==> config.mk <==
export PLATFORM = sky130hd
export DESIGN_NAME = writeback_stage
export DESIGN_NICKNAME = d
export VERILOG_FILES = /design/src/source/wb_pkg.sv /design/src/source/csr_pkg.sv /design/src/source/load_result_mux.sv /design/src/source/pc_redirect.sv /design/src/source/reg_file.sv /design/src/source/writeback_stage.sv
export VERILOG_INCLUDE_DIRS = /design/src /design/src/source
export SDC_FILE = /design/constraint.sdc
export NUM_CORES = 2
export LEC_CHECK = 0
export BUFFER_PORTS_ARGS = -buffer_cell sky130_fd_sc_hd__clkbuf_2
export CAP_MARGIN = 20
export CELL_PAD_IN_SITES_DETAIL_PLACEMENT = 1
export CELL_PAD_IN_SITES_GLOBAL_PLACEMENT = 1
export CORE_MARGIN = 2
export CORE_UTILIZATION = 50
export DETAILED_ROUTE_END_ITERATION = 8
export PLACE_DENSITY_LB_ADDON = 0.1
export RECOVER_POWER = 25
export SYNTH_ARGS = -nofsm -noshare
export SYNTH_HDL_FRONTEND = slang
export SYNTH_SLANG_ARGS = --single-unit
==> constraint.sdc <==
create_clock -name clk -period 3.84 [get_ports clk]
set_input_delay 0.576 -clock clk [delete_from_list [all_inputs] [get_ports clk]]
set_output_delay 0.576 -clock clk [all_outputs]
set_load 0.01 [all_outputs]
==> src/source/core_cfg.svh <==
`ifndef CORE_CFG_SVH
`define CORE_CFG_SVH

// pc value carried by an empty slot in the pipe
`define CORE_BUBBLE_PC 32'hffff_ffff

// reaching this pc ends the program
`define CORE_EXIT_PC 32'hffff_ff00

// x2 (sp) starts at the top of the data ram
`define CORE_SP_RESET 32'h0000_2000

// x1 and x3..x31 come out of reset at this value
`define CORE_REG_RESET 32'hffff_ffff

`endif

==> src/source/wb_pkg.sv <==
`default_nettype none

package wb_pkg;

    // writeback source, 4 bit code from decode
    typedef enum logic [3:0] {
        WB_ALU   = 4'd0,
        WB_MEMB  = 4'd1,  // lb
        WB_MEMBU = 4'd2,  // lbu
        WB_MEMH  = 4'd3,  // lh
        WB_MEMHU = 4'd4,  // lhu
        WB_MEMW  = 4'd5,  // lw
        WB_PC    = 4'd6,  // jal/jalr link
        WB_CSR   = 4'd7
    } wb_sel_e;

    // one word from data memory, seen as byte lanes or halfword lanes
    typedef union packed {
        logic [3:0][7:0]  bytes;
        logic [1:0][15:0] halves;
    } mem_word_u;

endpackage

`default_nettype wire

==> src/source/csr_pkg.sv <==
`default_nettype none

package csr_pkg;

    typedef enum logic [2:0] {
        CSR_X     = 3'd0,  // no csr access
        CSR_W     = 3'd1,
        CSR_S     = 3'd2,
        CSR_C     = 3'd3,
        CSR_ECALL = 3'd4,
        CSR_MRET  = 3'd5,
        CSR_SRET  = 3'd6
    } csr_cmd_e;

endpackage

`default_nettype wire

==> src/source/load_result_mux.sv <==
`timescale 1ns/10ps
`default_nettype none

module load_result_mux (
    input  wire wb_pkg::wb_sel_e   wb_sel_i,
    input  wire wb_pkg::mem_word_u mem_rdata_i,
    input  wire logic [31:0]       pc_plus4_i,
    input  wire logic [31:0]       csr_rdata_i,
    input  wire logic [31:0]       alu_out_i,
    output logic [31:0]            wb_data_o
);

    import wb_pkg::*;

    logic [7:0]  ld_byte;
    logic [15:0] ld_half;
    logic [31:0] ld_byte_s;
    logic [31:0] ld_byte_u;
    logic [31:0] ld_half_s;
    logic [31:0] ld_half_u;

    assign ld_byte = mem_rdata_i.bytes[0];   // aligned load, lane 0
    assign ld_half = mem_rdata_i.halves[0];

    assign ld_byte_s = {{24{ld_byte[7]}}, ld_byte};
    assign ld_byte_u = {24'd0, ld_byte};
    assign ld_half_s = {{16{ld_half[15]}}, ld_half};
    assign ld_half_u = {16'd0, ld_half};

    always_comb begin
        case (wb_sel_i)
            WB_MEMB:  wb_data_o = ld_byte_s;
            WB_MEMBU: wb_data_o = ld_byte_u;
            WB_MEMH:  wb_data_o = ld_half_s;
            WB_MEMHU: wb_data_o = ld_half_u;
            WB_MEMW:  wb_data_o = mem_rdata_i;
            WB_PC:    wb_data_o = pc_plus4_i;
            WB_CSR:   wb_data_o = csr_rdata_i;
            default:  wb_data_o = alu_out_i;  // WB_ALU and unused codes
        endcase
    end

    // decode must never hand over an undriven select
    always_comb begin
        wb_sel_known: assert final (!$isunknown(wb_sel_i))
            else $error("wb_sel_i is unknown");
    end

endmodule

`default_nettype wire

==> src/source/pc_redirect.sv <==
`timescale 1ns/10ps
`default_nettype none

module pc_redirect (
    input  wire logic [31:0]      reg_pc_i,
    input  wire logic             br_flg_i,
    input  wire logic [31:0]      br_target_i,
    input  wire logic             jmp_flg_i,
    input  wire logic [31:0]      alu_out_i,
    input  wire csr_pkg::csr_cmd_e csr_cmd_i,
    input  wire logic [31:0]      trap_vector_i,
    output logic [31:0]           pc_plus4_o,
    output logic [31:0]           next_pc_o,
    output logic                  redirect_o
);

    import csr_pkg::*;

    logic is_trap;

    assign pc_plus4_o = reg_pc_i + 32'd4;

    assign is_trap = (csr_cmd_i == CSR_ECALL) ||
                     (csr_cmd_i == CSR_MRET)  ||
                     (csr_cmd_i == CSR_SRET);

    always_comb begin
        if (br_flg_i) begin
            next_pc_o = br_target_i;
        end else if (jmp_flg_i) begin
            next_pc_o = alu_out_i;      // jal/jalr target from the alu
        end else if (is_trap) begin
            next_pc_o = trap_vector_i;
        end else begin
            next_pc_o = pc_plus4_o;
        end
    end

    assign redirect_o = br_flg_i | jmp_flg_i | is_trap;  // flushes the front end

endmodule

`default_nettype wire

==> src/source/reg_file.sv <==
`timescale 1ns/10ps
`default_nettype none

`include "core_cfg.svh"

module reg_file (
    input  wire logic        clk,
    input  wire logic        arst_n_i,
    input  wire logic        we_i,
    input  wire logic [4:0]  waddr_i,
    input  wire logic [31:0] wdata_i,
    input  wire logic [4:0]  raddr_a_i,
    input  wire logic [4:0]  raddr_b_i,
    output logic [31:0]      rdata_a_o,
    output logic [31:0]      rdata_b_o
);

    logic [31:0] regs [1:31];  // x0 is not stored

    always_ff @(posedge clk or negedge arst_n_i) begin
        if (!arst_n_i) begin
            for (int i = 1; i < 32; i++) begin
                if (i == 2) begin
                    regs[i] <= `CORE_SP_RESET;
                end else begin
                    regs[i] <= `CORE_REG_RESET;
                end
            end
        end else if (we_i && (waddr_i != 5'd0)) begin
            regs[waddr_i] <= wdata_i;
        end
    end

    // new data shows after the edge since there is no write bypass
    assign rdata_a_o = (raddr_a_i == 5'd0) ? 32'd0 : regs[raddr_a_i];
    assign rdata_b_o = (raddr_b_i == 5'd0) ? 32'd0 : regs[raddr_b_i];

    // written data reads back on the next cycle
    wr_read_a: assert property (
        @(posedge clk) disable iff (!arst_n_i)
        (we_i && (waddr_i != 5'd0)) |=>
            ((raddr_a_i != $past(waddr_i)) || (rdata_a_o == $past(wdata_i)))
    ) else $error("port a missed the last write");

    wr_read_b: assert property (
        @(posedge clk) disable iff (!arst_n_i)
        (we_i && (waddr_i != 5'd0)) |=>
            ((raddr_b_i != $past(waddr_i)) || (rdata_b_o == $past(wdata_i)))
    ) else $error("port b missed the last write");

endmodule

`default_nettype wire

==> src/source/writeback_stage.sv <==
`timescale 1ns/10ps
`default_nettype none

`include "core_cfg.svh"

module writeback_stage (
    input  wire logic              clk,
    input  wire logic              arst_n_i,

    input  wire logic [31:0]       reg_pc_i,
    input  wire wb_pkg::wb_sel_e   wb_sel_i,
    input  wire logic [4:0]        wb_addr_i,
    input  wire logic              rf_wen_i,
    input  wire csr_pkg::csr_cmd_e csr_cmd_i,
    input  wire logic              br_flg_i,
    input  wire logic              jmp_flg_i,
    input  wire logic [31:0]       br_target_i,
    input  wire logic [31:0]       alu_out_i,
    input  wire logic [31:0]       csr_rdata_i,
    input  wire logic [31:0]       mem_rdata_i,
    input  wire logic [31:0]       trap_vector_i,
    input  wire logic [4:0]        rs1_addr_i,
    input  wire logic [4:0]        rs2_addr_i,

    output logic [31:0]            next_pc_o,
    output logic                   redirect_o,
    output logic [31:0]            rs1_data_o,
    output logic [31:0]            rs2_data_o,
    output logic [31:0]            retired_o,
    output logic                   exit_o
);

    logic [31:0] pc_plus4;
    logic [31:0] wb_data;
    logic [31:0] retired_q;

    pc_redirect i_pc_redirect (
        .reg_pc_i      (reg_pc_i),
        .br_flg_i      (br_flg_i),
        .br_target_i   (br_target_i),
        .jmp_flg_i     (jmp_flg_i),
        .alu_out_i     (alu_out_i),
        .csr_cmd_i     (csr_cmd_i),
        .trap_vector_i (trap_vector_i),
        .pc_plus4_o    (pc_plus4),
        .next_pc_o     (next_pc_o),
        .redirect_o    (redirect_o)
    );

    load_result_mux i_load_result_mux (
        .wb_sel_i    (wb_sel_i),
        .mem_rdata_i (mem_rdata_i),
        .pc_plus4_i  (pc_plus4),     // link address for jal/jalr
        .csr_rdata_i (csr_rdata_i),
        .alu_out_i   (alu_out_i),
        .wb_data_o   (wb_data)
    );

    reg_file i_reg_file (
        .clk       (clk),
        .arst_n_i  (arst_n_i),
        .we_i      (rf_wen_i),
        .waddr_i   (wb_addr_i),
        .wdata_i   (wb_data),
        .raddr_a_i (rs1_addr_i),
        .raddr_b_i (rs2_addr_i),
        .rdata_a_o (rs1_data_o),
        .rdata_b_o (rs2_data_o)
    );

    always_ff @(posedge clk or negedge arst_n_i) begin
        if (!arst_n_i) begin
            retired_q <= 32'd0;
        end else if (reg_pc_i != `CORE_BUBBLE_PC) begin
            retired_q <= retired_q + 32'd1;  // bubbles do not retire
        end
    end

    assign retired_o = retired_q;
    assign exit_o    = (reg_pc_i == `CORE_EXIT_PC);

endmodule

`default_nettype wire

==> impl_metrics.toml <==
[setup_path]
worstPathRequired_ps = 3260
worstPathArrival_ps = 3060
max_stage_delay_ps = 990
reg2reg_to = "retired_o[18]$_DFFE_PN0P_"
ff2ff_setup_slack_ps = 1810
critPathBufInv = 3
cp_slowest_cell = "o41ai_4"
path_max_fanout = 21
rr_startpoint = "retired_o[2]$_DFFE_PN0P_"
crit_type = "primary input to output pin"
critPathTopFamily = "compound AO/OA/AOI/OAI gates"
reg2reg_depth = 6
cp_cell_sequence = "buf_8 -> o41ai_4 -> buf_4 -> nor2_1 -> a221oi_1 -> o21a_1 -> a21oi_1 -> clkbuf_2"
crit_path_start_kind = "primary input"
crit_path_end_kind = "output pin"

[drt]
vias = 44520
vias_per_cell = 6.641
drcViolationCount = 0
routed_wl_um = 209200
postRouteAntennaNets = 0
drtPass1Iterations = 6
wl_met1_um = 85660
wl_met3_um = 17080
wire_per_inst_um = 31.20
drt_iter0_drc = 3987
routed.top_layer = "met5"
met2_length_um = 97430

[synthesis]
yosysMostFrequentCell = "dfstp_2"
ys.flop_type = "dfstp_2"
netlist_instances = 4937
ys_seq_area_share_pct = 47.75
synthTopCellsByArea = "dfstp_2, mux4_2, o21ai_0"
synth_top_area_cell = "dfstp_2"
synth_top_cells_by_count = "dfstp_2, nand2_1, o21ai_0"
synth_seq_cells = 1024
async_flop_share_pct = 100.0
syn_avg_cell_area_um2 = 11.38
syn_area_um2 = 56190
synth_edf_count = 0
netlist.area_leader.share_pct = 44.94
syn_nets = 5159
ys.warnings.count = 0
synth_cell_types = 66

[layout]
seq_area_um2 = 26830
multiInputGateArea_um2 = 27490
drive_gt1_share_pct = 47.75
nets = 5338
finish.utilization_pct = 57.77
num-fill-cells = 11510
stdcell_area_um2 = 64200
synthToLayoutAreaGrowth_pct = 14.27

[worst_hold_path]
hold_depth = 3
holdCritStartpoint = "alu_out_i[1]"
hold_end = "i_reg_file.regs[737]$_DFFE_PN1P_"
hold_path.class = "primary input to flop"

[flow_run]
maxCapViolations = 1

[clock_tree]
cts_hold_buf = 1
post_cts_buffers = 0
cts-root-buf = "clkbuf_16"
cts_max_level = 3
worstSkewPairLatency_ps = 730
cts_tree = "done"
clock_path_buffers = 3
post_cts_resize_count = 0
cts_sinks = 1024
numCtsBuffers = 113
path_clk_slew_ps = 60

[placement]
place_congestion = 0.9427
placed_cell_area_um2 = 60350
dp_hpwl_um = 134600
pre_cts_slack_ps = 272.4
io_buffers = 348

[floorplan]
row_count = 122
start_util_pct = 50.56
fp.dieH_um = 339.2
ioPinCount = 349
dieArea_um2 = 115100
core_um2 = 111100
die_w_um = 339.2

[timing]
max_freq_mhz = 275.4
period_needed_ps = 3631
tightestPinTransition_ps = 2094
fin_crit_sh_pct = 94.56
hold_viol_final = 0
fin_ws_ps = 208.9
finalSetupViolCount = 0
rsz0062_at_grt = "false"
relSlewSlack_pct = -39.58
drv_slew = 67
skew_ps = 3.208
finalSetupTns_ps = 0

[global_route]
grt_max_degree = 98
antenna_found_initial = 18
grt_pass1_vias = 47430
grt_pass1_wl_um = 314800
grt_usage_pct = 36.68
grt_overflow_total = 0

[outcome]
outcome = "complete, but fails checks"
violations = "capacitance limit, slew limit"

[power_and_ir_drop]
power.leakage_nw = 25.04
max-vdd-ir-drop_mv = 0.5023
cellPowerDensity_nw_per_um2 = 570.2
power.total_w = 0.03661
-- how the worst max path moves through the flow --
| stage | slack, ps | end | cells after the start | start |
|---|---|---|---|---|
| 2_1_floorplan | 680 | rs1_data_o[0] | 7 | rs1_addr_i[1] |
| 3_3_place_gp | 290 | rs2_data_o[20] | 8 | rs2_addr_i[0] |
| 3_5_place_dp | 270 | rs2_data_o[20] | 8 | rs2_addr_i[0] |
| 4_1_cts | 270 | rs2_data_o[20] | 8 | rs2_addr_i[0] |
| 5_1_grt | 70 | i_reg_file.regs[949]$_DFFE_PN0P_ | 3 | arst_n_i |
| 6_report | 210 | rs2_data_o[20] | 8 | rs2_addr_i[0] |
-- report_power, final --
part	switching (W)	internal (W)	leakage, nW
Clock	0.00472	0.00686	1.93
Combinational	0.00420	0.00416	12.2
Sequential	0.00190	0.0148	10.9
Total	0.0108	0.0258	25.0
-- metrics by stage --
stage	std cells	hold slack, ps
2_1_floorplan	4937	280.4
3_3_place_gp	6486	459.6
3_5_place_dp	6486	465.2
4_1_cts	6694	346.5
5_1_grt	6701	276.8
6_report	6704	267.6
-- final cells by class --
cell class              instances  area share, %
diodes                          8        0.03118
clock buffers                 166          5.186
clock inverters                41         0.8984
inverters                      31         0.1851
multi-input cells            3384          42.82
flip-flops and latches       1024          41.79
well taps                    1488          2.900
repair buffers                562          6.192
-- logic make-up after synthesis --
logic type                 count (synthesis)  synth area share, %
DFF                                     1024                47.75
buffers and inverters                    529                3.855
muxes                                    690                24.95
adders and majority gates                  3              0.06681
and+or+nand+nor                         1338                9.649
AOI/OAI and AO/OA                       1295                12.83
xor gates and xnor gates                  58               0.9041
-- per-layer routing --
metal | vias to the layer above | global-route usage, %
li1 | 18380 | -
met1 | 23640 | 51.20
met2 | 1988 | 56.97
met3 | 506 | 7.292
met4 | 12 | 14.45
met5 | - | 0
-- layout by cell type, fill, tap and decap left out, types with 41 or more instances in the layout --
master,n
mux2_2,114
nand2_1,726
dfstp_2,961
clkbuf_2,341
nor2_1,436
a21oi_1,424
buf_4,154
a22o_1,49
buf_12,46
clkbuf_16,115
mux4_2,557
a221oi_1,41
xnor2_1,43
dfrtp_1,63
o21ai_0,629
-- worst register-to-register path: stages, from the launching register on --
cell	delay, ps
dfrtp_1	450
and4_1	270
and3_1	240
and4_1	270
and2_1	330
and4_1	250
xor2_1	150
-- registers in the layout, summed over array words and instances, names as in the netlist --
| signal | cells |
|---|---|
| retired_o | 32 |
| i_reg_file.regs | 992 |
Note: power is estimated with default switching activity, not from simulation.
